### config.mk
export PLATFORM = sky130hd
export DESIGN_NAME = pe_ingress
export DESIGN_NICKNAME = d
export VERILOG_FILES = /design/src/hdl/dt_pkg.sv /design/src/hdl/pe_ingress.sv
export SDC_FILE = /design/constraint.sdc
export NUM_CORES = 1
export LEC_CHECK = 0
export BUFFER_PORTS_ARGS = -buffer_cell sky130_fd_sc_hd__buf_2
export CAP_MARGIN = 20
export CORE_AREA = 3 3 95 115
export CTS_CLUSTER_SIZE = 40
export DETAILED_ROUTE_END_ITERATION = 16
export DIE_AREA = 0 0 98 118
export GPL_ROUTABILITY_DRIVEN = 0
export HOLD_SLACK_MARGIN = 0.15
export PLACE_DENSITY = 0.7
export SETUP_SLACK_MARGIN = 0.02
export SYNTH_ARGS = -nofsm -noshare
export SYNTH_HDL_FRONTEND = slang
export SYNTH_SLANG_ARGS = --single-unit
### constraint.sdc
create_clock -name clk -period 2.54 [get_ports clk]
set_input_delay 0.508 -clock clk [delete_from_list [all_inputs] [get_ports clk]]
set_output_delay 0.508 -clock clk [all_outputs]
set_load 0.1 [all_outputs]
### src/hdl/dt_pkg.sv
package dt_pkg;

	// data line and value widths
	localparam int LINE_W = 64;
	localparam int FEAT_W = 32;

	// chain size, pu field sized from it
	localparam int NUM_PUS = 8;
	localparam int PU_BITS = $clog2(NUM_PUS);

	// node ram and feature ram are both 512 lines
	localparam int NODE_ADDR_W = 9;
	localparam int FEAT_ADDR_W = 9;

	localparam int MAX_TREES = 4;
	localparam int TREE_ID_W = $clog2(MAX_TREES);

	// complete tuples that may wait for issue
	localparam int MAX_PENDING = 4;

	// ctrl line layout
	typedef struct packed {
		logic [38:0] rsvd_hi;
		logic [8:0]  lines_per_tuple;
		logic [10:0] rsvd_mid;
		logic [4:0]  num_trees_m1;
	} cfg_word_t;

	// tree node layout, value is threshold for inner nodes and result for leaves
	typedef struct packed {
		logic [31:0] value;
		logic [15:0] right_off;
		logic [3:0]  rsvd_hi;
		logic [7:0]  feat_idx;
		logic        right_child;
		logic        left_child;
		logic [1:0]  rsvd_lo;
	} node_word_t;

	// one data line, seen as raw bits, config or node
	typedef union packed {
		logic [LINE_W-1:0] raw;
		cfg_word_t         cfg;
		node_word_t        node;
	} dl_word_u;

endpackage

### src/hdl/pe_ingress.sv
`timescale 1ns/1ps

module pe_ingress #(
	parameter int PE_ID = 0
) (
	input  logic                           clk,
	input  logic                           rst_n,

	input  logic [dt_pkg::LINE_W-1:0]      data_line_in,
	input  logic                           data_line_in_valid,
	input  logic                           data_line_in_last,
	input  logic                           data_line_in_ctrl,
	input  logic                           data_line_in_prog,
	input  logic [dt_pkg::PU_BITS-1:0]     data_line_in_pu,

	output logic [dt_pkg::LINE_W-1:0]      data_line_out,
	output logic                           data_line_out_valid,
	output logic                           data_line_out_last,
	output logic                           data_line_out_ctrl,
	output logic                           data_line_out_prog,
	output logic [dt_pkg::PU_BITS-1:0]     data_line_out_pu,

	output logic                           node_we,
	output logic [dt_pkg::NODE_ADDR_W-1:0] node_waddr,
	output logic [dt_pkg::TREE_ID_W-1:0]   num_trees_m1,
	output logic [dt_pkg::FEAT_ADDR_W-1:0] lines_per_tuple,
	output logic [dt_pkg::TREE_ID_W:0]     num_trees_loaded,
	output logic [dt_pkg::NODE_ADDR_W-1:0] tree_offsets [dt_pkg::MAX_TREES]
);
	import dt_pkg::*;

	dl_word_u             in_word;
	logic                 own_prog;
	logic [TREE_ID_W-1:0] next_tree;

	assign in_word.raw = data_line_in;
	// prog line addressed to this pe goes straight into node ram
	assign own_prog  = data_line_in_prog && (data_line_in_pu == PU_BITS'(PE_ID));
	assign node_we   = own_prog;
	assign next_tree = num_trees_loaded[TREE_ID_W-1:0] + 1'b1;

	////////////////////
	// forwarding
	////////////////////

	always_ff @(posedge clk) begin
		if (!rst_n) begin
			data_line_out_valid <= 1'b0;
			data_line_out_last  <= 1'b0;
			data_line_out_ctrl  <= 1'b0;
			data_line_out_prog  <= 1'b0;
		end else begin
			data_line_out_valid <= data_line_in_valid;
			data_line_out_last  <= data_line_in_last;
			data_line_out_ctrl  <= data_line_in_ctrl;
			data_line_out_prog  <= data_line_in_prog;
		end
	end

	// payload copy, no reset
	always_ff @(posedge clk) begin
		data_line_out    <= data_line_in;
		data_line_out_pu <= data_line_in_pu;
	end

	////////////////////
	// config and tree programming
	////////////////////

	always_ff @(posedge clk) begin
		if (!rst_n) begin
			num_trees_m1     <= '0;
			lines_per_tuple  <= '0;
			node_waddr       <= '0;
			num_trees_loaded <= '0;
			for (int i = 0; i < MAX_TREES; i++) begin
				tree_offsets[i] <= '0;
			end
		end else begin
			// only the low bits of the tree count field matter here
			if (data_line_in_ctrl) begin
				num_trees_m1    <= in_word.cfg.num_trees_m1[TREE_ID_W-1:0];
				lines_per_tuple <= in_word.cfg.lines_per_tuple;
			end
			if (own_prog) begin
				node_waddr <= node_waddr + 1'b1;
				// last line closes a tree, next one starts right after it
				if (data_line_in_last && (num_trees_loaded <= {1'b0, num_trees_m1})) begin
					num_trees_loaded <= num_trees_loaded + 1'b1;
					if (num_trees_loaded < {1'b0, num_trees_m1}) begin
						tree_offsets[next_tree] <= node_waddr + 1'b1;
					end
				end
			end
		end
	end

endmodule

Yosys cells after proc, flatten, opt, wreduce, memory -nomap -nowiden
Index checks and enable logic that the tools add are counted.

Flip-flop bits (word level): 130.

$add $sub $neg: 3. Bitwise logic cells: 1. $lt $le $gt $ge: 4. Multiplexer cells: 3. Reduce and logical (&&, ||, !) cells: 6.

Operators with widths (count): bitwise mux 36 bit (1); demux 9 bit (select 2 bit) (1); adder 9 x 1 -> 9 bit, second input constant (1); 2-to-1 mux 9 bit (1); adder 3 x 1 -> 3 bit, second input constant (1); >= comparator 3 bit, second input constant (1); less-or-equal comparator 3 x 2 -> 1 bit (1); logical AND 1 bit (3); zero test 3 bit (1); < comparator 3 x 1 -> 1 bit, second input constant (1); < comparator 3 x 2 -> 1 bit (1); inverter 2 -> 3 bit (1); AND reduction 3 bit (1); adder 2 x 1 -> 2 bit, second input constant (1); AND reduction 2 bit (1).

Logic depth before layout (Yosys ltp)
Word-level depth: 7. Mapped depth: 8.

Least setup slack after synthesis
No wires, ideal clock.

Kind: flip-flop to flip-flop. From: register num_trees_loaded[0] in the netlist's numbering. To: register tree_offsets[29] in the netlist's numbering. Arrival time: 2.281 ns. Period minus slack after synthesis: 2.422 ns. Cell stages (with the launch flop): 9. Required time: 2.399 ns. Buffers on the path: 2. Slack: 0.118 ns. Path through: dfxtp_1 -> inv_1 -> ha_1 -> nand2b_1 -> and4_1 -> buf_6 -> buf_6 -> a21oi_1 -> a211oi_1.

Word-level cells in the longest chain between the ends: 7.

RTL lines: start, declared (line pe_ingress.sv:27) `output logic [dt_pkg::TREE_ID_W:0] num_trees_loaded,`; start signal, assigned (line pe_ingress.sv:89) `num_trees_loaded <= num_trees_loaded + 1'b1;`; adder 2 x 1 -> 2 bit * (line pe_ingress.sv:40) `assign next_tree = num_trees_loaded[TREE_ID_W-1:0] + 1'b1;`; net next_tree[0] (line pe_ingress.sv:34) `logic [TREE_ID_W-1:0] next_tree;`; inverter 2 -> 3 bit (implied by the code) * (line pe_ingress.sv:91) `tree_offsets[next_tree] <= node_waddr + 1'b1;`; >= comparator 3 bit (implied by the code) / < comparator 3 x 1 -> 1 bit (equally long branches) (line pe_ingress.sv:91); logical AND 1 bit (implied by the code) (line pe_ingress.sv:91); 2-to-1 mux 9 bit (implied by the code) (line pe_ingress.sv:91); demux 9 bit (select 2 bit) * (line pe_ingress.sv:91); bitwise mux 36 bit * (line pe_ingress.sv:91); end signal, assigned by index (line pe_ingress.sv:91); end, declared (line pe_ingress.sv:28) `output logic [dt_pkg::NODE_ADDR_W-1:0] tree_offsets [dt_pkg::MAX_TREES]`.

The timed path passes the listed nets; every way through them passes the cells marked *. A chain may end at the register's enable or synchronous reset.

Final worst setup path
From: input port data_line_in_pu[1] in the netlist's numbering. To: output port node_we.

Word-level cells in the longest chain between the ends: 2.

RTL lines: start, declared (line pe_ingress.sv:14) `input logic [dt_pkg::PU_BITS-1:0] data_line_in_pu,`; zero test 3 bit (line pe_ingress.sv:38) `assign own_prog = data_line_in_prog && (data_line_in_pu == PU_BITS'(PE_ID));`; logical AND 1 bit (line pe_ingress.sv:38); end, declared (line pe_ingress.sv:23) `output logic node_we,`.

No other way between the ends.

==> results.txt <==
status: finished, final reports clean
overall die area: 11560 µm²
hold crit path type: input pin to flip-flop
total of hold buffers inserted after clock tree synthesis: 0
I/O pin count: 204
total DRC errors in the routed layout: 0
total negative slack: 0 ns
Placeable Area: 9960 µm²
switching power: 1563 µW
sequential fraction of the synthesis area: 67.82%
number of buffers created by CTS: 17
total iterations of the first detailed-routing run: 4
max-slew headroom at the worst pin: 64.63%
Switching Share: 29.09%
latest clock arrival within the worst-skew pair: 0.40 ns
Net count, final: 621
peak supply drop: 749.8 µV
required time at the endpoint of the critical path: 2.03 ns
Worst Setup Path Type: input pin to primary output
synthesized net count: 410
max capacitance violation total: 0
clock slew at the register clock pins of the worst setup and hold paths: 0.06 ns
Seq pwr share: 39.7%
slowest CP cell: or4b_4
final hold viol count: 0
maximum root-to-sink buffer count: 2
via count normalized by instance count: 4.763
number of flip-flops and latches in the synthesized netlist: 130
Worst-Margin Slew: 0.5268 ns
final-report setup violation count: 0
die width: 98 µm
average size of a mapped cell: 11.66 µm²
H-tree depth: 4
Synth Warn #: 0
total half-perimeter wirelength after legalization and detailed placement: 7.886 mm
number of antenna violations at the first check in global routing: 1
category of the worst setup path capture point: primary output
Detailed Route WL: 10.40 mm
proportion of layout cells with a drive suffix above 1: 44.12%
fin. max-slew vios: 0
I/O Buffers: 203
Total Routing Usage GR: 18.20%
Clk network pwr share: 46.3%
wire length of the first global-routing pass: 16.59 mm
TritonCTS clock tree: built
Pleak: 0.002633 µW
number of global-route vias before repair: 3298
effective utilization at floorplan: 38.53%
share of total power in combinational logic: 14.0%
chain of cells forming the critical path: buf_2 > or4b_4 > inv_2 > buf_12
First DRT Iteration DRCs: 151
stage delay of the slowest cell on the critical path: 0.57 ns
pin count of the biggest net entering global routing: 47
CTS-repair resized insts: 0
async set or reset register ratio after synthesis: 0%
data arrival time of the worst path: 1.61 ns
number of rows created at floorplan: 40
average detailed-routed wire length per instance: 15.32 µm
final critical path time including I/O delays and setup: 2.122 ns
Die H: 118 µm
ys flop type: dfxtp_1
number of synthesized flops with an enable pin: 0
count of mapped cells out of synthesis: 329
worst clock skew: 0.005939 ns
Internal Dissipation: 3810 µW
area overhead of the layout relative to synthesis: 46.27%
peak fanout along the critical path: 13
via count: 3234
n_diodes: 0
final critical-path share of the clock period: 83.55%
Cell variety after synth: 26
master cell of the clock root buffer: clkbuf_16
maximum clock frequency: 0.4712 GHz
post-route core utilization: 56.36%
clock sink count: 130
Overflow after GRT: 0
number of buffers inserted by post-CTS setup repair: 0
combined area of all synthesized cells: 3837 µm²
unrepaired setup endpoints after global routing: false
DRT antenna net count: 0
power density over the cells: 957.3 nW/µm²
Critical Path Start Type: input pin
-- Yosys cell counts, types with 6 or more instances --
cell      count  area (µm²)
dfxtp_1     130        2603
xnor2_1       7       61.31
o21ai_0       8       40.04
a21oi_1      41       205.2
nand3_1       9       45.04
mux2i_1      11       110.1
nor2_1       26       97.59
xor2_1        6       52.55
a211oi_1     32       240.2
inv_1         8       30.03
nand2_1       8       30.03
clkbuf_1      7       26.28
ha_1          8       100.1
-- metrics by stage --
stage                     setup slack (ns)  cells  total power, µW  hold slack (ns)  cell area (µm²)
after floorplan                     0.1181    329             2776           0.5357             3837
after global placement              0.2889    647             2927           0.4599             5000
after detailed placement            0.2006    647             2933           0.4704             5000
after CTS                           0.4070    679             5425           0.1864             5613
after global routing                0.3680    679             5541           0.1815             5613
final                               0.4178    679             5373           0.2036             5613
-- cell families (layout without fill, tap and decap cells) --
| logic type | Yosys count | after routing | share of synthesized area, % |
|---|---|---|---|
| buffers and inverters | 27 | 251 | 3.587 |
| muxes | 11 | 11 | 2.869 |
| AOI/OAI and AO/OA | 84 | 84 | 13.27 |
| DFF | 130 | 130 | 67.82 |
| adders and majority gates | 8 | 8 | 2.609 |
| and+or+nand+nor | 56 | 56 | 6.880 |
| xor gates and xnor gates | 13 | 13 | 2.967 |
-- sequential cells by signal, summed over array words and instances, names as in the netlist --
name                 count
data_line_out_prog       1
data_line_out_valid      1
data_line_out_ctrl       1
node_waddr               9
data_line_out_pu         3
data_line_out_last       1
lines_per_tuple          9
num_trees_loaded         3
num_trees_m1             2
data_line_out           64
tree_offsets            36
-- final timing paths --
| path | start | end | slack (ns) | cells after the start |
|---|---|---|---|---|
| min | data_line_in[29] | data_line_out[29]$_DFF_P_ | 0.20 | 1 |
| min reg2reg | tree_offsets[19]$_SDFFE_PN0P_ | tree_offsets[19]$_SDFFE_PN0P_ | 0.47 | 2 |
| max | data_line_in_pu[1] | node_we | 0.42 | 4 |
| max reg2reg | num_trees_loaded[0]$_SDFFE_PN0P_ | tree_offsets[22]$_SDFFE_PN0P_ | 0.75 | 7 |
-- layer usage --
metal / vias to the layer above / wire length (µm) / GRT usage, %
li1: 1563 / - / -
met1: 1483 / 3840 / 19.35
met2: 162 / 5353 / 31.13
met3: 24 / 903 / 7.587
met4: 2 / 290 / 8.225
met5: - / 13 / 0
-- final cells by class --
| cell class | count | area, µm² |
|---|---|---|
| Timing Repair Buffer | 210 | 1109 |
| Multi-Input combinational cell | 172 | 1097 |
| Clock buffer | 18 | 439.2 |
| Tap cell | 126 | 157.7 |
| Sequential cell | 130 | 2603 |
| Inverter | 9 | 33.78 |
| Clock inverter | 14 | 173.9 |
| Fill cell | 883 | 4347 |
-- critical path: cells and delay by family --
kind,cells,cell delay (ns)
simple gates,1,0.57
buf+inv,3,0.52
-- placed cells by master, fill, tap and decap left out, types with 2 or more instances in the layout --
master     count
buf_2        202
dfxtp_1      130
a21oi_1       41
a211oi_1      32
nor2_1        26
clkbuf_16     17
mux2i_1       11
nand3_1        9
inv_1          8
o21ai_0        8
nand2_1        8
ha_1           8
xnor2_1        7
xor2_1         6
and2_1         5
inv_6          5
buf_4          5
clkinv_2       3
bufinv_16      3
buf_12         3
and4_1         2
nand4_1        2
nor3_1         2
clkinv_4       2
-- power by group through the flow --
stage / Combinational, µW / Sequential (µW) / Clock (µW)
after global placement: 749 / 2180 / 0
after global routing: 772 / 2140 / 2630
after CTS: 755 / 2140 / 2540
after detailed placement: 754 / 2180 / 0
final: 750 / 2130 / 2490
after floorplan: 59.3 / 2720 / 0
Note: power is estimated with default switching activity, not from simulation.
