## src/hdl/dt_pkg.sv

```systemverilog
package dt_pkg;

	// data line and value widths
	localparam int LINE_W = 64;
	localparam int FEAT_W = 32;

	// chain size, pu field sized from it
	localparam int NUM_PUS = 8;
	localparam int PU_BITS = $clog2(NUM_PUS);

	// node ram and feature ram are both 512 lines
	localparam int NODE_ADDR_W = 9;
	localparam int FEAT_ADDR_W = 9;

	localparam int MAX_TREES = 4;
	localparam int TREE_ID_W = $clog2(MAX_TREES);

	// complete tuples that may wait for issue
	localparam int MAX_PENDING = 4;

	// ctrl line layout
	typedef struct packed {
		logic [38:0] rsvd_hi;
		logic [8:0]  lines_per_tuple;
		logic [10:0] rsvd_mid;
		logic [4:0]  num_trees_m1;
	} cfg_word_t;

	// tree node layout, value is threshold for inner nodes and result for leaves
	typedef struct packed {
		logic [31:0] value;
		logic [15:0] right_off;
		logic [3:0]  rsvd_hi;
		logic [7:0]  feat_idx;
		logic        right_child;
		logic        left_child;
		logic [1:0]  rsvd_lo;
	} node_word_t;

	// one data line, seen as raw bits, config or node
	typedef union packed {
		logic [LINE_W-1:0] raw;
		cfg_word_t         cfg;
		node_word_t        node;
	} dl_word_u;

endpackage

```

## src/hdl/dt_ifs.sv

```systemverilog


////////////////////
// tree instruction
////////////////////

// valid/ready handshake, fields stay put while stalled
interface tree_instr_if;
	import dt_pkg::*;

	logic                   valid;
	logic                   ready;
	logic [NODE_ADDR_W-1:0] tree_offset;
	logic [FEAT_ADDR_W-1:0] tuple_offset;
	logic                   last_tree;
	logic                   empty_tree;

	modport issuer (
		output valid, output tree_offset, output tuple_offset,
		output last_tree, output empty_tree, input ready
	);
	modport walker (
		input valid, input tree_offset, input tuple_offset,
		input last_tree, input empty_tree, output ready
	);
endinterface

```

## src/hdl/tuple_issue.sv

```systemverilog
`timescale 1ns/1ps

module tuple_issue (
	input  logic                           clk,
	input  logic                           rst_n,
	input  logic                           tuple_done_in,
	input  logic [dt_pkg::TREE_ID_W-1:0]   num_trees_m1,
	input  logic [dt_pkg::TREE_ID_W:0]     num_trees_loaded,
	input  logic [dt_pkg::NODE_ADDR_W-1:0] tree_offsets [dt_pkg::MAX_TREES],
	input  logic [dt_pkg::FEAT_ADDR_W-1:0] lines_per_tuple,
	output logic                           pending_full,
	tree_instr_if.issuer                   issue
);
	import dt_pkg::*;

	localparam int CNT_W = $clog2(MAX_PENDING + 1);

	logic [CNT_W-1:0]       pending_cnt;
	logic [TREE_ID_W-1:0]   tree_id;
	logic [FEAT_ADDR_W-1:0] tuple_off;
	logic                   issue_fire;
	logic                   tuple_fire;

	// instruction fields come straight from registers, stable under stall
	assign issue.valid        = (pending_cnt != '0);
	assign issue.tree_offset  = tree_offsets[tree_id];
	assign issue.tuple_offset = tuple_off;
	assign issue.last_tree    = (tree_id == num_trees_m1);
	// configured but never programmed
	assign issue.empty_tree   = ({1'b0, tree_id} >= num_trees_loaded);

	assign issue_fire   = issue.valid && issue.ready;
	assign tuple_fire   = issue_fire && issue.last_tree;
	assign pending_full = (pending_cnt == CNT_W'(MAX_PENDING));

	always_ff @(posedge clk) begin
		if (!rst_n) begin
			pending_cnt <= '0;
			tree_id     <= '0;
			tuple_off   <= '0;
		end else begin
			// tuple completes and retires in the same cycle, count holds
			case ({tuple_done_in, tuple_fire})
				2'b10:   pending_cnt <= pending_cnt + 1'b1;
				2'b01:   pending_cnt <= pending_cnt - 1'b1;
				default: pending_cnt <= pending_cnt;
			endcase
			if (issue_fire) begin
				tree_id <= issue.last_tree ? '0 : tree_id + 1'b1;
			end
			// offset wraps with the feature ram
			if (tuple_fire) begin
				tuple_off <= tuple_off + lines_per_tuple;
			end
		end
	end

endmodule

```

## src/flat_wrapper.sv

```systemverilog
// flat-port wrapper written by rule: the top's interface ports become plain ports
module tuple_issue_flat import dt_pkg::*;
  (clk, rst_n, tuple_done_in, num_trees_m1, num_trees_loaded, tree_offsets, lines_per_tuple, pending_full, issue_valid, issue_tree_offset, issue_tuple_offset, issue_last_tree, issue_empty_tree, issue_ready);
  tree_instr_if issue_i ();
  input  logic clk;
  input  logic rst_n;
  input  logic tuple_done_in;
  input  logic [dt_pkg::TREE_ID_W-1:0] num_trees_m1;
  input  logic [dt_pkg::TREE_ID_W:0] num_trees_loaded;
  input  logic [dt_pkg::NODE_ADDR_W-1:0] tree_offsets[dt_pkg::MAX_TREES];
  input  logic [dt_pkg::FEAT_ADDR_W-1:0] lines_per_tuple;
  output logic pending_full;
  output wire logic [$bits(issue_i.valid)-1:0] issue_valid;
  output wire logic [$bits(issue_i.tree_offset)-1:0] issue_tree_offset;
  output wire logic [$bits(issue_i.tuple_offset)-1:0] issue_tuple_offset;
  output wire logic [$bits(issue_i.last_tree)-1:0] issue_last_tree;
  output wire logic [$bits(issue_i.empty_tree)-1:0] issue_empty_tree;
  input wire logic [$bits(issue_i.ready)-1:0] issue_ready;
  assign issue_valid = issue_i.valid;
  assign issue_tree_offset = issue_i.tree_offset;
  assign issue_tuple_offset = issue_i.tuple_offset;
  assign issue_last_tree = issue_i.last_tree;
  assign issue_empty_tree = issue_i.empty_tree;
  assign issue_i.ready = issue_ready;
  tuple_issue u_core (.clk(clk), .rst_n(rst_n), .tuple_done_in(tuple_done_in), .num_trees_m1(num_trees_m1), .num_trees_loaded(num_trees_loaded), .tree_offsets(tree_offsets), .lines_per_tuple(lines_per_tuple), .pending_full(pending_full), .issue(issue_i));
endmodule
```

## config.mk

```make
export PLATFORM = sky130hd
export DESIGN_NAME = tuple_issue_flat
export DESIGN_NICKNAME = d
export VERILOG_FILES = /design/src/hdl/dt_pkg.sv /design/src/hdl/dt_ifs.sv /design/src/hdl/tuple_issue.sv /design/src/flat_wrapper.sv
export SDC_FILE = /design/constraint.sdc
export NUM_CORES = 1
export LEC_CHECK = 0
export BUFFER_PORTS_ARGS = -buffer_cell sky130_fd_sc_hd__buf_2
export CORE_ASPECT_RATIO = 1.5
export CORE_MARGIN = 1.5
export CORE_UTILIZATION = 44
export CTS_BUF_LIST = sky130_fd_sc_hd__clkbuf_2
export DETAILED_ROUTE_END_ITERATION = 12
export PLACE_DENSITY = 0.82
export SETUP_SLACK_MARGIN = 0.15
export SKIP_LAST_GASP = 1
export SLEW_MARGIN = 20
export SYNTH_ARGS = -nofsm -noshare
export SYNTH_HDL_FRONTEND = slang
export SYNTH_SLANG_ARGS = --single-unit
```

## constraint.sdc

```tcl
create_clock -name clk -period 2.9 [get_ports clk]
set_clock_uncertainty 0.05 [all_clocks]
set_input_delay 0.145 -clock clk [delete_from_list [all_inputs] [get_ports clk]]
set_output_delay 0.145 -clock clk [all_outputs]
set_load 0.1 [all_outputs]
```

* After elaboration in Yosys (flattened, before gate mapping)
Index checks and enable logic that the tools add are counted.
** Storage, ports and cells
- Word-level logic and storage cells :: 23
- Register bits after elaboration :: 14
- Output and inout port bits :: 22
** Cells by class
- Order comparisons :: 2
- Bitwise operators :: 1
- Equal/unequal tests :: 4
- Add/sub/neg operators :: 4
- Multiplexer cells :: 5
- Reduce and logical (&&, ||, !) cells :: 4
** Operators with widths (number)
- $bmux 9 s2 :: 1
- $mux 9 :: 2
- $add 9x9->9 :: 1
- $pmux 3 s2 :: 1
- $add 3x1->3 const B :: 1
- $eq 3x3->1 const B :: 1
- $ge 2x3->1 :: 1
- $ge 3x3->1 const B :: 1
- $not 2->3 :: 1
- $reduce_bool 3->1 :: 1
- $sub 3x1->3 const B :: 1
- $add 2x1->2 const B :: 1
- $eq 2x1->1 const B :: 1
- $eq 2x2->1 :: 1
- $eq 2x2->1 const B :: 1
- $logic_and 1x1->1 :: 2
- $mux 2 :: 1
- $reduce_bool 2->1 :: 1

* Longest topological paths before layout
- Word-level depth :: 5
- Mapped depth :: 12

* Least setup slack after synthesis
OpenSTA, ideal clock, no wires.
- Kind :: reg-to-reg
- From :: register u_core.tuple_off[0], in the netlist u_core.issue.tuple_offset[0]
- To :: register u_core.tuple_off[8], in the netlist u_core.issue.tuple_offset[8]
- Data required time :: 2780 ps
- Cell stages (with the launch flop) :: 8
- Setup time :: 70 ps
- Setup slack :: 171 ps
- Data arrival time :: 2609 ps
- Path through :: dfxtp_1 > ha_1 > fa_1 > a211oi_1 > o211ai_1 > and3_1 > or4_1 > a21boi_1
** Between the ends
- Cells in the longest elaborated chain, start to end :: 1
** Ends and longest elaborated chain
- start, declared :: RTL line tuple_issue.sv:20 : logic [FEAT_ADDR_W-1:0] tuple_off;
- start signal, assigned :: RTL line tuple_issue.sv:53 : tuple_off <= tuple_off + lines_per_tuple;
- $add 9x9->9 :: RTL line tuple_issue.sv:53
Every way passes these cells.
A chain may end at the register's enable or synchronous reset.

* Worst setup path in the final report
- From :: register u_core.pending_cnt[0]
- To :: register u_core.pending_cnt[2]
** Between the ends
- Cells in the longest elaborated chain, start to end :: 5
- Elaborated cells on any way between the ends :: 9
- Classes of those cells :: add/sub (2); eq/ne (2); mux (1); reduce/logical (4)
** Ends and longest elaborated chain
- start, declared :: RTL line tuple_issue.sv:18 : logic [CNT_W-1:0] pending_cnt;
- start signal, assigned :: RTL line tuple_issue.sv:44 : 2'b10: pending_cnt <= pending_cnt + 1'b1;
- start signal, assigned :: RTL line tuple_issue.sv:45 : 2'b01: pending_cnt <= pending_cnt - 1'b1;
- start signal, assigned :: RTL line tuple_issue.sv:46 : default: pending_cnt <= pending_cnt;
- $reduce_bool 3->1 :: RTL line tuple_issue.sv:25 : assign issue.valid = (pending_cnt != '0);
- $logic_and 1x1->1 :: RTL line tuple_issue.sv:32 : assign issue_fire = issue.valid && issue.ready;
- $logic_and 1x1->1 :: RTL line tuple_issue.sv:33 : assign tuple_fire = issue_fire && issue.last_tree;
- $eq 2x1->1 / $eq 2x2->1 (equally long branches) :: RTL line tuple_issue.sv:43 : case ({tuple_done_in, tuple_fire})
- $pmux 3 s2 / $reduce_bool 2->1 (equally long branches)
Several ways; a longest one is shown, not always the timed one.

==> summary.md <==
| Metric | Value |
|---|---|
| Residual overflow from global routing | `0` |
| Mapped Cells | `135` |
| Cell count of the worst reg-to-reg path | `9` |
| Unrepaired setup endpoints after global routing | `false` |
| Floorplan die area | `3140 sq um` |
| Relative slew slack | `0.672` |
| Worst EP arrival | `2670 ps` |
| CP Capture Type | `register` |
| Number of clock sinks | `14` |
| Core Area | `between 2000 and 3000 sq um` |
| First-pass GRT wire length | `4970 um` |
| Beginning of the worst hold path | `lines_per_tuple[0]` |
| Stages on worst setup path | `9` |
| Largest driver fanout on the critical path | `12` |
| Resized cells post-CTS | `0` |
| Maximum level of the CTS H-tree | `1` |
| DRC viols | `0` |
| Max Cap Viol | `0` |
| Static Leakage | `just over 0.8 nW` |
| Clock transition at the registers of the reported paths | `130 ps` |
| Detailed-routing iteration count for the pre-antenna-repair pass | `4` |
| Category of the worst setup path launch point | `register` |
| Yosys warning count | `0` |
| Iteration-0 DRC count of the detailed router | `22` |
| Vertical die dimension | `67.9 um` |
| Slew @ Worst Pin | `496 ps` |
| Final core utilization | `0.618` |
| CP Buf/Inv Count | `2` |
| Number of stages on the worst hold path | `4` |
| Post-CTS Setup Inserts | `0` |
| Setup slack, reg-to-reg | `roughly 400 ps` |
| Area grow syn2layout | `34.1%` |
| Chip width | `around 46 um` |
| Number of buffers inserted during clock tree synthesis | `3` |
| GPL Wtd Cong | `slightly below 0.8` |
| Flip-flop and latch count after synthesis | `14` |
| Max Slew Vio Count | `0` |
| Number of nets in the finished design | `278` |
| Top library cells by usage in the layout, fill and taps aside | `buf_2 (75), nand2_1 (14), dfxtp_1 (14), ha_1 (11)` |
| Number of antenna violations at the first check in global routing | `0` |
| Worst-path cell chain | `o31ai_1 > or3_1 > inv_2 > ha_1 > inv_1 > fa_1 > xor2_1 > or3_1 > a21boi_1` |
| Post-Synthesis Net Count | `202` |
| CTS tree | `built` |
| Largest delay share family, worst path | `simple AND/OR/NAND/NOR gates` |
| I/O pin count | `76` |
| Number of diodes added for antenna fixing | `0` |
| Worst min-delay path category | `input pin to register` |
| Placed wire-length estimate | `about 2800 um` |
| Latest clock arrival within the worst-skew pair | `290 ps` |
| Routed wire length per instance | `13.2 um` |
| Port buffer count | `75` |
| Antenna Nets Post-Route | `0` |
| Final Routed Wirelength | `between 3000 and 4000 um` |
| IR Drop Worst-Case VDD | `0.000281 V` |
| Via count | `~1300` |
| Clock Tree Buf Depth | `2` |
| Standard-cell row count | `23` |
| Final Total Pwr | `741 uW` |
| Fraction of layout cells with a size suffix above 1 | `0.433` |
| Number of enable flip-flop cells after synthesis | `0` |
| Syn avg cell area | `9.14 sq um` |
| Share of synthesized flip-flops with an asynchronous set or reset | `0` |
| Worst min-delay path endpoint | `u_core.issue.tuple_offset[0]$_SDFFE_PN0P_` |
| Status | `complete, no violations` |
| Share of the yosys chip area belonging to registers | `0.227` |
| Initial core utilization | `0.461` |
| Worst reg2reg path endpoint | `u_core.pending_cnt[2]$_SDFFE_PN0P_` |
| Cell repeated most along the worst path | `or3_1` |
| Maximum number of pins on one net before global-route repair | `19` |
| Cell area power density | `448 nW/um^2` |
| Count of final setup violators | `0` |
| Crit Path Category | `register to register` |
| Via count of the first global-routing pass | `roughly 1200` |
| Cell with the largest stage delay on the worst path | `or3_1` |
| Overall track demand over capacity in global routing | `0.221` |
| Longest individual stage delay on the worst path | `430 ps` |
| Final cycle utilization of the critical path | `0.859` |
| Worst r2r src | `u_core.pending_cnt[0]$_SDFFE_PN0P_` |
| Final hold violation count | `0` |
| Count of cell types in the netlist | `36` |
| CTS hold repair buffers | `0` |
| Root Driver | `clkbuf_2` |
| Worst EP required | `3080 ps` |
| Final min period | `around 2500 ps` |
| Most frequent standard cell in the layout excluding fill and tap cells | `buf_2` |
| Total negative slack | `0 ps` |
| Detailed-route vias per instance | `5.26` |
| Commonest register cell after synthesis | `dfxtp_1` |
| Mapped Area | `1230 sq um` |
| Upper clock frequency limit | `401 MHz` |
registers in the layout, summed over array words and instances (netlist names):
register                   cells
u_core.issue.tuple_offset      9
u_core.pending_cnt             3
u_core.tree_id                 2
worst reg2reg max path: cells and delay by family (launching register included):
family,cells,cell delay [ps]
and+or+nand+nor,2,730
AOI/OAI and AO/OA,2,280
DFF,1,400
buffers and inverters,2,240
adders and majority gates,2,580
xor gates and xnor gates,1,150
power by group:
part | switching [mW] | total, mW | leakage [nW] | internal (mW)
clock | 0.0648 | 0.0947 | 0.0140 | 0.0299
sequential | 0.0103 | 0.215 | 0.114 | 0.205
combinational | 0.312 | 0.431 | 0.694 | 0.119
cells in the mapped netlist, types with 3 or more instances:
cell type / n / share of area
o21bai_1: 3 / 0.018
clkbuf_1: 3 / 0.0091
mux4_2: 9 / 0.16
o21ai_0: 4 / 0.016
nand2_1: 14 / 0.043
and3_1: 3 / 0.015
nor2_1: 6 / 0.018
dfxtp_1: 14 / 0.23
a21boi_1: 7 / 0.043
a21oi_1: 9 / 0.037
or3_1: 5 / 0.025
nand3b_1: 3 / 0.018
ha_1: 11 / 0.11
inv_1: 7 / 0.021
nand3_1: 5 / 0.020
xor2_1: 4 / 0.028
worst max-delay path by stage:
stage                                              start                                        end  slack [ps]
6_report              u_core.pending_cnt[0]$_SDFFE_PN0P_         u_core.pending_cnt[2]$_SDFFE_PN0P_         410
5_1_grt               u_core.pending_cnt[0]$_SDFFE_PN0P_         u_core.pending_cnt[2]$_SDFFE_PN0P_         230
2_1_floorplan  u_core.issue.tuple_offset[0]$_SDFFE_PN0P_  u_core.issue.tuple_offset[8]$_SDFFE_PN0P_         170
3_5_place_dp          u_core.pending_cnt[0]$_SDFFE_PN0P_         u_core.pending_cnt[2]$_SDFFE_PN0P_         420
3_3_place_gp          u_core.pending_cnt[0]$_SDFFE_PN0P_         u_core.pending_cnt[2]$_SDFFE_PN0P_         490
4_1_cts               u_core.pending_cnt[0]$_SDFFE_PN0P_         u_core.pending_cnt[2]$_SDFFE_PN0P_         370
metrics by stage:
stage	setup slack, ps	area (sq um)	hold slack [ps]	instances
after floorplan	171	1230	356	135
after global placement	489	1640	410	243
after detailed placement	421	1640	414	243
after CTS	367	1650	170	247
after global routing	227	1650	181	247
final	407	1650	177	247
logic make-up after synthesis:
family          Yosys count  share of synthesized area
buf+inv                  15                     0.0588
flops                    14                      0.227
simple gates             44                      0.182
compound gates           34                      0.182
xor+xnor                  6                     0.0426
fa+ha+maj                13                      0.144
mux                       9                      0.164
per-layer routing:
layer  wire length, um  global-route usage
met1              1180               0.212
met2              1700               0.422
met3               293              0.0369
met4                82               0.118
met5                 0                   0
area by class of cell:
cell class,instances,area [sq um]
Timing Repair Buffer,78,398
Multi-Input combinational cell,106,881
Sequential cell,14,280
Fill cell,264,1020
Inverter,8,30.0
Clock inverter,1,3.75
Clock buffer,3,15.0
Tap cell,37,46.3
Note: power is estimated with default switching activity, not from simulation.
