--- src/hdl/dt_pkg.sv ---
package dt_pkg;

	// data line and value widths
	localparam int LINE_W = 64;
	localparam int FEAT_W = 32;

	// chain size, pu field sized from it
	localparam int NUM_PUS = 8;
	localparam int PU_BITS = $clog2(NUM_PUS);

	// node ram and feature ram are both 512 lines
	localparam int NODE_ADDR_W = 9;
	localparam int FEAT_ADDR_W = 9;

	localparam int MAX_TREES = 4;
	localparam int TREE_ID_W = $clog2(MAX_TREES);

	// complete tuples that may wait for issue
	localparam int MAX_PENDING = 4;

	// ctrl line layout
	typedef struct packed {
		logic [38:0] rsvd_hi;
		logic [8:0]  lines_per_tuple;
		logic [10:0] rsvd_mid;
		logic [4:0]  num_trees_m1;
	} cfg_word_t;

	// tree node layout, value is threshold for inner nodes and result for leaves
	typedef struct packed {
		logic [31:0] value;
		logic [15:0] right_off;
		logic [3:0]  rsvd_hi;
		logic [7:0]  feat_idx;
		logic        right_child;
		logic        left_child;
		logic [1:0]  rsvd_lo;
	} node_word_t;

	// one data line, seen as raw bits, config or node
	typedef union packed {
		logic [LINE_W-1:0] raw;
		cfg_word_t         cfg;
		node_word_t        node;
	} dl_word_u;

endpackage

--- src/hdl/dt_ifs.sv ---
`timescale 1ns/1ps

////////////////////
// memory read port
////////////////////

// rdata and rvalid show up one cycle after ren, no back-pressure
interface mem_rd_if #(
	parameter int ADDR_W = dt_pkg::NODE_ADDR_W,
	parameter int DATA_W = dt_pkg::LINE_W
);
	logic              ren;
	logic [ADDR_W-1:0] addr;
	logic [DATA_W-1:0] rdata;
	logic              rvalid;

	modport requester (output ren, output addr, input rdata, input rvalid);
	modport responder (input ren, input addr, output rdata, output rvalid);
endinterface

////////////////////
// tree instruction
////////////////////

// valid/ready handshake, fields stay put while stalled
interface tree_instr_if;
	import dt_pkg::*;

	logic                   valid;
	logic                   ready;
	logic [NODE_ADDR_W-1:0] tree_offset;
	logic [FEAT_ADDR_W-1:0] tuple_offset;
	logic                   last_tree;
	logic                   empty_tree;

	modport issuer (
		output valid, output tree_offset, output tuple_offset,
		output last_tree, output empty_tree, input ready
	);
	modport walker (
		input valid, input tree_offset, input tuple_offset,
		input last_tree, input empty_tree, output ready
	);
endinterface

--- src/hdl/tree_walker.sv ---
`timescale 1ns/1ps

module tree_walker (
	input  logic                      clk,
	input  logic                      rst_n,
	tree_instr_if.walker              instr,
	mem_rd_if.requester               node_rd,
	mem_rd_if.requester               feat_rd,
	output logic [dt_pkg::FEAT_W-1:0] leaf_out,
	output logic                      leaf_out_valid,
	output logic                      leaf_out_last
);
	import dt_pkg::*;

	localparam logic [1:0] S_IDLE = 2'd0;
	localparam logic [1:0] S_NODE = 2'd1;
	localparam logic [1:0] S_FEAT = 2'd2;
	localparam logic [1:0] S_EMIT = 2'd3;

	logic [1:0]             state;
	logic [NODE_ADDR_W-1:0] node_addr;
	logic [FEAT_ADDR_W-1:0] tuple_off;
	dl_word_u               node_in;
	dl_word_u               node_q;
	logic                   is_leaf;
	logic [FEAT_W-1:0]      feature;
	logic                   go_left;
	logic                   take_child;
	logic [NODE_ADDR_W-1:0] next_addr;

	////////////////////
	// node decode and compare
	////////////////////

	// node as it comes out of the ram
	assign node_in.raw = node_rd.rdata;
	assign is_leaf     = !node_in.node.left_child && !node_in.node.right_child;

	// two features per line, odd index takes the upper half
	assign feature = node_q.node.feat_idx[0] ? feat_rd.rdata[2*FEAT_W-1:FEAT_W]
		: feat_rd.rdata[FEAT_W-1:0];
	assign go_left    = (feature < node_q.node.value);
	assign take_child = go_left ? node_q.node.left_child : node_q.node.right_child;
	// left child sits right behind its parent
	assign next_addr  = go_left ? node_addr + 1'b1
		: node_addr + node_q.node.right_off[NODE_ADDR_W-1:0];

	////////////////////
	// memory requests
	////////////////////

	assign instr.ready = (state == S_IDLE);

	// root on a new instruction, child after a compare
	assign node_rd.ren = ((state == S_IDLE) && instr.valid && !instr.empty_tree)
		|| ((state == S_FEAT) && feat_rd.rvalid && take_child);
	assign node_rd.addr = (state == S_IDLE) ? instr.tree_offset : next_addr;

	assign feat_rd.ren  = (state == S_NODE) && node_rd.rvalid && !is_leaf;
	assign feat_rd.addr = tuple_off + FEAT_ADDR_W'(node_in.node.feat_idx[7:1]);

	assign leaf_out_valid = (state == S_EMIT);

	////////////////////
	// fsm
	////////////////////

	always_ff @(posedge clk) begin
		if (!rst_n) begin
			state <= S_IDLE;
		end else begin
			case (state)
				S_IDLE: begin
					if (instr.valid) begin
						state <= instr.empty_tree ? S_EMIT : S_NODE;
					end
				end
				S_NODE: begin
					if (node_rd.rvalid) begin
						state <= is_leaf ? S_EMIT : S_FEAT;
					end
				end
				S_FEAT: begin
					// missing child ends the walk at this node
					if (feat_rd.rvalid) begin
						state <= take_child ? S_NODE : S_EMIT;
					end
				end
				default: state <= S_IDLE;
			endcase
		end
	end

	// walk context and result, no reset
	always_ff @(posedge clk) begin
		case (state)
			S_IDLE: begin
				if (instr.valid) begin
					node_addr     <= instr.tree_offset;
					tuple_off     <= instr.tuple_offset;
					leaf_out_last <= instr.last_tree;
					// empty tree yields zero
					leaf_out      <= '0;
				end
			end
			S_NODE: begin
				// leaf value or threshold, both end up as the result
				if (node_rd.rvalid) begin
					node_q   <= node_in;
					leaf_out <= node_in.node.value;
				end
			end
			S_FEAT: begin
				if (feat_rd.rvalid) begin
					node_addr <= next_addr;
				end
			end
			default: begin
				node_addr <= node_addr;
			end
		endcase
	end

endmodule

--- src/flat_wrapper.sv ---
// flat-port wrapper written by rule: the top's interface ports become plain ports
module tree_walker_flat import dt_pkg::*;
  (clk, rst_n, leaf_out, leaf_out_valid, leaf_out_last, instr_valid, instr_tree_offset, instr_tuple_offset, instr_last_tree, instr_empty_tree, instr_ready, node_rd_ren, node_rd_addr, node_rd_rdata, node_rd_rvalid, feat_rd_ren, feat_rd_addr, feat_rd_rdata, feat_rd_rvalid);
  tree_instr_if instr_i ();
  mem_rd_if node_rd_i ();
  mem_rd_if feat_rd_i ();
  input  logic clk;
  input  logic rst_n;
  output logic [dt_pkg::FEAT_W-1:0] leaf_out;
  output logic leaf_out_valid;
  output logic leaf_out_last;
  input wire logic [$bits(instr_i.valid)-1:0] instr_valid;
  input wire logic [$bits(instr_i.tree_offset)-1:0] instr_tree_offset;
  input wire logic [$bits(instr_i.tuple_offset)-1:0] instr_tuple_offset;
  input wire logic [$bits(instr_i.last_tree)-1:0] instr_last_tree;
  input wire logic [$bits(instr_i.empty_tree)-1:0] instr_empty_tree;
  output wire logic [$bits(instr_i.ready)-1:0] instr_ready;
  output wire logic [$bits(node_rd_i.ren)-1:0] node_rd_ren;
  output wire logic [$bits(node_rd_i.addr)-1:0] node_rd_addr;
  input wire logic [$bits(node_rd_i.rdata)-1:0] node_rd_rdata;
  input wire logic [$bits(node_rd_i.rvalid)-1:0] node_rd_rvalid;
  output wire logic [$bits(feat_rd_i.ren)-1:0] feat_rd_ren;
  output wire logic [$bits(feat_rd_i.addr)-1:0] feat_rd_addr;
  input wire logic [$bits(feat_rd_i.rdata)-1:0] feat_rd_rdata;
  input wire logic [$bits(feat_rd_i.rvalid)-1:0] feat_rd_rvalid;
  assign instr_i.valid = instr_valid;
  assign instr_i.tree_offset = instr_tree_offset;
  assign instr_i.tuple_offset = instr_tuple_offset;
  assign instr_i.last_tree = instr_last_tree;
  assign instr_i.empty_tree = instr_empty_tree;
  assign instr_ready = instr_i.ready;
  assign node_rd_ren = node_rd_i.ren;
  assign node_rd_addr = node_rd_i.addr;
  assign node_rd_i.rdata = node_rd_rdata;
  assign node_rd_i.rvalid = node_rd_rvalid;
  assign feat_rd_ren = feat_rd_i.ren;
  assign feat_rd_addr = feat_rd_i.addr;
  assign feat_rd_i.rdata = feat_rd_rdata;
  assign feat_rd_i.rvalid = feat_rd_rvalid;
  tree_walker u_core (.clk(clk), .rst_n(rst_n), .instr(instr_i), .node_rd(node_rd_i), .feat_rd(feat_rd_i), .leaf_out(leaf_out), .leaf_out_valid(leaf_out_valid), .leaf_out_last(leaf_out_last));
endmodule
--- config.mk ---
export PLATFORM = sky130hd
export DESIGN_NAME = tree_walker_flat
export DESIGN_NICKNAME = d
export VERILOG_FILES = /design/src/hdl/dt_pkg.sv /design/src/hdl/dt_ifs.sv /design/src/hdl/tree_walker.sv /design/src/flat_wrapper.sv
export SDC_FILE = /design/constraint.sdc
export NUM_CORES = 1
export LEC_CHECK = 0
export ABC_AREA = 1
export BUFFER_PORTS_ARGS = -buffer_cell sky130_fd_sc_hd__buf_2
export CAP_MARGIN = 0
export CORE_MARGIN = 2
export CORE_UTILIZATION = 40
export DETAILED_ROUTE_END_ITERATION = 12
export MAX_ROUTING_LAYER = met4
export PLACE_DENSITY = 0.66
export REMOVE_ABC_BUFFERS = 1
export SLEW_MARGIN = 10
export SYNTH_ARGS = -nofsm -noshare
export SYNTH_HDL_FRONTEND = slang
export SYNTH_SLANG_ARGS = --single-unit
--- constraint.sdc ---
create_clock -name clk -period 7.43 [get_ports clk]
set_clock_uncertainty 0.2 [all_clocks]
set_input_delay 1.486 -clock clk [delete_from_list [all_inputs] [get_ports clk]]
set_output_delay 1.486 -clock clk [all_outputs]
set_load 0.02 [all_outputs]
Word level (Yosys, flattened, before mapping)
Index checks and enable logic that the tools add are counted.
{ "word_totals": {"reg_bits": 117, "input_bits": 153, "memories": 0, "ram_bits": 0, "latchBits": 0, "romBits": 0, "word_cells": 53} }
{ "op_classes": {"muxes": 17, "n_eq_ne": 6, "multipliers": 0, "bitwise": 0, "div_mod_pow": 0, "magnitude_cmp": 1, "n_shift": 0, "n_addsub": 3, "reduce_logical": 20} }
{ "op_table": {"columns": ["op", "count"], "rows": [
  ["2-to-1 mux 32 bit", 3],
  ["case mux 32 bit (2 select lines)", 1],
  ["2-to-1 mux 9 bit", 4],
  ["less-than comparator 32 bit", 1],
  ["case mux 9 bit (2 select lines)", 1],
  ["2-to-1 mux 2 bit", 5],
  ["adder 9 x 1 -> 9 bit, second input constant", 1],
  ["adder 9 x 7 -> 9 bit", 1],
  ["adder 9 bit", 1],
  ["AND reduction 3 bit", 3],
  ["logical AND 1 bit", 7],
  ["inequality test 2 bit, second input constant", 3],
  ["case mux 2 bit (3 select lines)", 1],
  ["equality test 2 bit, second input constant", 2],
  ["zero test 1 bit", 4],
  ["AND reduction 2 bit", 2],
  ["nonzero test 2 bit", 2],
  ["equality test 2 x 1 -> 1 bit, second input constant", 1],
  ["zero test 2 bit", 1],
  ["2-to-1 mux 1 bit", 2],
  ["logical OR 1 bit", 1]
]} }

Depth between registers and ports, before layout
{ "depth": {"depth_word": 6, "ltp_mapped": 28, "mapped_depth_nobuf": 26} }

Least setup slack after synthesis
Ideal clock, no wire load.
{ "synth_timing": {"kind": "input to output", "from": "input port feat_rd_rdata[37]", "to": "output port node_rd_addr[6]", "slack_ps": 1290, "t_arrival_ps": 4454, "required_time_ps": 5744, "cell_stages": 21, "path_cell_list": "nand2_1 > nand2_1 > ha_1 > a21oi_1 > nor2_1 > a211oi_1 > nand2_1 > nand2_1 > nand2_1 > nand2_2 > nand2_4 > inv_2 > or2_1 > ha_1 > inv_1 > fa_1 > o31ai_2 > a21oi_1 > o21ai_0 > xnor2_1 > o21ai_0"} }
{ "synth_between": {"elab_chain_cells": 4} }
{ "synth_rtl": {"columns": ["element", "line", "text"], "rows": [
  ["start, declared", "flat_wrapper.sv:24", "input wire logic [$bits(feat_rd_i.rdata)-1:0] feat_rd_rdata;"],
  ["2-to-1 mux 32 bit", "tree_walker.sv:40", "assign feature = node_q.node.feat_idx[0] ? feat_rd.rdata[2*FEAT_W-1:FEAT_W]"],
  ["less-than comparator 32 bit", "tree_walker.sv:42", "assign go_left = (feature < node_q.node.value);"],
  ["2-to-1 mux 9 bit", "tree_walker.sv:45", "assign next_addr = go_left ? node_addr + 1'b1"],
  ["2-to-1 mux 9 bit", "tree_walker.sv:57", "assign node_rd.addr = (state == S_IDLE) ? instr.tree_offset : next_addr;"],
  ["end, declared", "flat_wrapper.sv:19", "output wire logic [$bits(node_rd_i.addr)-1:0] node_rd_addr;"]
]} }
No other way between the ends.

Worst setup path after layout
{ "layout_timing": {"from": "input port feat_rd_rdata[57]", "to": "output port node_rd_addr[8]"} }
The elaborated chain is that of the path after synthesis.

==> impl_metrics.csv <==
group,metric,value,unit
detailed_routing,drt.antenna.violating_nets,0,
worst_setup_path,worstPathCellList,"buf_2 -> nand2_1 -> nand2_1 -> ha_1 -> a21oi_1 -> o21ai_0 -> a21oi_1 -> o21a_1 -> nand2_4 -> inv_2 -> or2_1 -> ha_1 -> inv_1 -> fa_1 -> o31ai_2 -> nand4_1 -> o211ai_1 -> xnor2_1 -> xnor2_1 -> o21ai_1 -> buf_2",
timing,final_min_period_over_clock_period,91.29,%
outcome,status,"complete, no violations",
detailed_routing,detail_route.drc_violations,0,
synth,yosys-mux-area-fraction,0,%
final_layout,n_antenna_cell,0,
timing,worstMarginPinSlew,1.129,ns
final_layout,area_of_the_multi_input_gates,1988,um^2
clocking,root_buffer_selected_by_cts,"clkbuf_16",
global_route,via_count_of_the_first_global_routing_pass,4276,
timing,max_freq,0.1474,GHz
synth,synth-seq-cells,97,
timing,period_needed,6.783,ns
clocking,path_clk_slew,0.06,ns
detailed_routing,wl_per_cell,13.04,um
global_route,grt_start_max_net_pins,45,
timing,hold_violations,0,
detailed_routing,routed_via_density,4.603,
pwr,cellPowerDensity,273.7,nW/um^2
synth,synth_cell_types,30,
placed_design,place.detailed.hpwl,9473,um
final_layout,layout.cells.most_common,"buf_2",
worst_setup_path,critPathRequiredTime,5.74,ns
synth,synth_compound_area_share,7.064,%
detailed_routing,routed-via-count,4345,
synth,synth_adder_area_share,11.55,%
synth,synthCells,568,
global_route,grt_usage,17.92,%
clocking,cts.sink_count,97,
worst_setup_path,criticalPathCategory,"primary input to output pin",
worst_setup_path,worstSetupStartpointType,"primary input",
global_route,grt_antenna_before_repair,0,
clocking,ctsHtreeMaxLevel,3,
placed_design,placement.cell_area,6500,um^2
placed_design,port_buffers,194,
min_path,timing.hold.worst.class,"flop to flop",
detailed_routing,drtPass1Iterations,4,
final_layout,finalNetCount,964,
clocking,clk_path_buf_depth,2,
clocking,worst_skew_pair.late_latency,0.34,ns
final_layout,fillCellCount,1261,
pwr,leakage_power_total,3.498,nW
final_layout,layout.cells.most_common_list,"194 x buf_2, 150 x nand2_1, 103 x inv_1, 95 x edfxtp_1, 52 x nor2_1",
pwr,vdd.ir_drop.worst,0.1219,mV
final_layout,seqCellArea,2893,um^2
die,row_count,42,
worst_setup_path,critPathArrivalTime,5.10,ns
timing,slew_headroom,24.45,%
worst_setup_path,end_kind,"output pin",
synth,syn-cell-area,5331,um^2
die,die_width,119.5,um
timing,setup_tns,0,ns
timing,rsz_0062_raised_after_global_routing,"false",
synth,synth.yosys.seq_area_share,54.26,%
clocking,post_cts_gate_resize_count,0,
clocking,post_cts_setup_repair_buffer_count,0,
clocking,hold_buffers,0,
timing,setup-violations-final,0,
worst_setup_path,rr_worst_depth,20,
final_layout,synthToLayoutAreaGrowth,26.85,%
die,start_util,40.58,%
final_layout,drive_above_1_share,28.65,%
die,io-pin-count,208,
placed_design,gp_routability_congestion,0.8465,
clocking,tritoncts,"done",
placed_design,placed_cells_incl_taps,928,
die,die_height,119.5,um
synth,yosys_warnings,0,
detailed_routing,drt-initial-drc-count,178,
clocking,cts_bufs_inserted,9,
final_layout,stdcell_count,944,
global_route,grt_overflow,0,
worst_setup_path,cpPeakStageDelay,0.43,ns
flow_run,drv_cap,0,
synth,syn_avg_cell_area,9.386,um^2
min_path,min_delay_path_depth,5,
timing,slew_violations,0,
die,design.core.area,13140,um^2
worst_setup_path,cp_slowest_cell,"fa_1",
detailed_routing,total_wire_length_after_detailed_routing,12310,um
worst_setup_path,crit_fanout,7,
die,fp.dieArea,14270,um^2
synth,share_of_synthesized_cell_area_in_and_or_nand_and_nor_gates,16.08,%
global_route,grt_first_pass_wirelength,19460,um
synth,synthXorXnorAreaFrac,2.464,%
synth,synth_top_family_by_area,"simple AND/OR/NAND/NOR gates",
final_layout,layout.cell_area.non_filler,6763,um^2
-- final timing paths --
| path | startpoint | slack (ns) | endpoint |
|---|---|---|---|
| setup / recovery | feat_rd_rdata[57] | 0.65 | node_rd_addr[8] |
| hold / removal | u_core.node_q[3]$_DFFE_PP_ | 0.48 | u_core.state[1]$_SDFFE_PN0P_ |
| setup reg to reg | u_core.node_q[4]$_DFFE_PP_ | 2.81 | u_core.node_addr[8]$_DFFE_PP_ |
| hold reg to reg | u_core.node_q[3]$_DFFE_PP_ | 0.48 | u_core.state[1]$_SDFFE_PN0P_ |
-- report_power, final --
group | internal [W] | switching (W)
Sequential | 0.000735 | 0.0000272
Clock | 0.000223 | 0.000198
Combinational | 0.000220 | 0.000448
Total | 0.00118 | 0.000673
-- final cells by class --
class | count | share of cell area [%]
inverter | 106 | 5.883
multi-input combinational | 351 | 29.40
timing repair buffer | 198 | 14.80
tap | 176 | 3.256
clock inverter | 7 | 0.5550
sequential | 97 | 42.78
clock buffer | 9 | 3.330
-- sequential cells by signal, summed over array words and instances (netlist names) --
name,count
u_core.node_q,44
u_core.leaf_out,32
u_core.node_addr,9
u_core.tuple_off,9
u_core.state,2
u_core.leaf_out_last,1
-- worst max-delay path, delay by kind of cell --
kind                       cells  cell delay, ns
AOI/OAI and AO/OA              7            1.36
xor gates and xnor gates       2            0.34
adders and majority gates      3            0.90
buffers and inverters          4            0.49
and+or+nand+nor                5            0.51
-- cell families after synthesis --
kind of cell    Yosys count
compound gates           69
xor+xnor                 15
buf+inv                 120
simple gates            219
flops                    97
fa+ha+maj                48
-- per-stage QoR --
| stage | setup slack, ns | util (%) | hold WS, ns | total power, W |
|---|---|---|---|---|
| after global routing | 0.3513 | 51.48 | 0.5263 | 0.001971 |
| after CTS | 0.6461 | 51.48 | 0.4765 | 0.001874 |
| final | 0.6471 | 51.48 | 0.4779 | 0.001851 |
| after floorplan | 1.278 | - | 0.4128 | 0.001211 |
| after detailed placement | 0.6725 | 49.48 | 0.4636 | 0.001449 |
| after global placement | 0.8092 | 49.48 | 0.4353 | 0.001427 |
-- synth_stat cells (all sizes together) --
cell type,count,area (um^2)
nor3,2,10.01
nand3,6,30.03
o211ai,1,7.510
xnor2,5,43.79
a211oi,1,7.510
ha,46,575.6
o211a,1,10.01
edfxtp,95,2853
nand4,3,18.77
o21bai,3,22.52
clkinv,1,3.750
o21ai,30,150.1
nor4,1,6.260
buf,1,11.26
nor2,53,198.9
or2,1,6.260
clkbuf,13,48.80
xor2,10,87.58
dfxtp,2,40.04
nand2,153,586.8
o21a,1,7.510
fa,2,40.04
o31ai,1,12.51
a21oi,31,158.9
inv,105,394.1
-- routing by layer --
metal	vias up	wire, um	track usage, %
met5	-	0	-
met4	0	325	8.676
met3	25	555	2.730
met2	113	6226	30.57
met1	1987	5206	20.68
li1	2220	-	-
(Power assumes the default switching activity.)
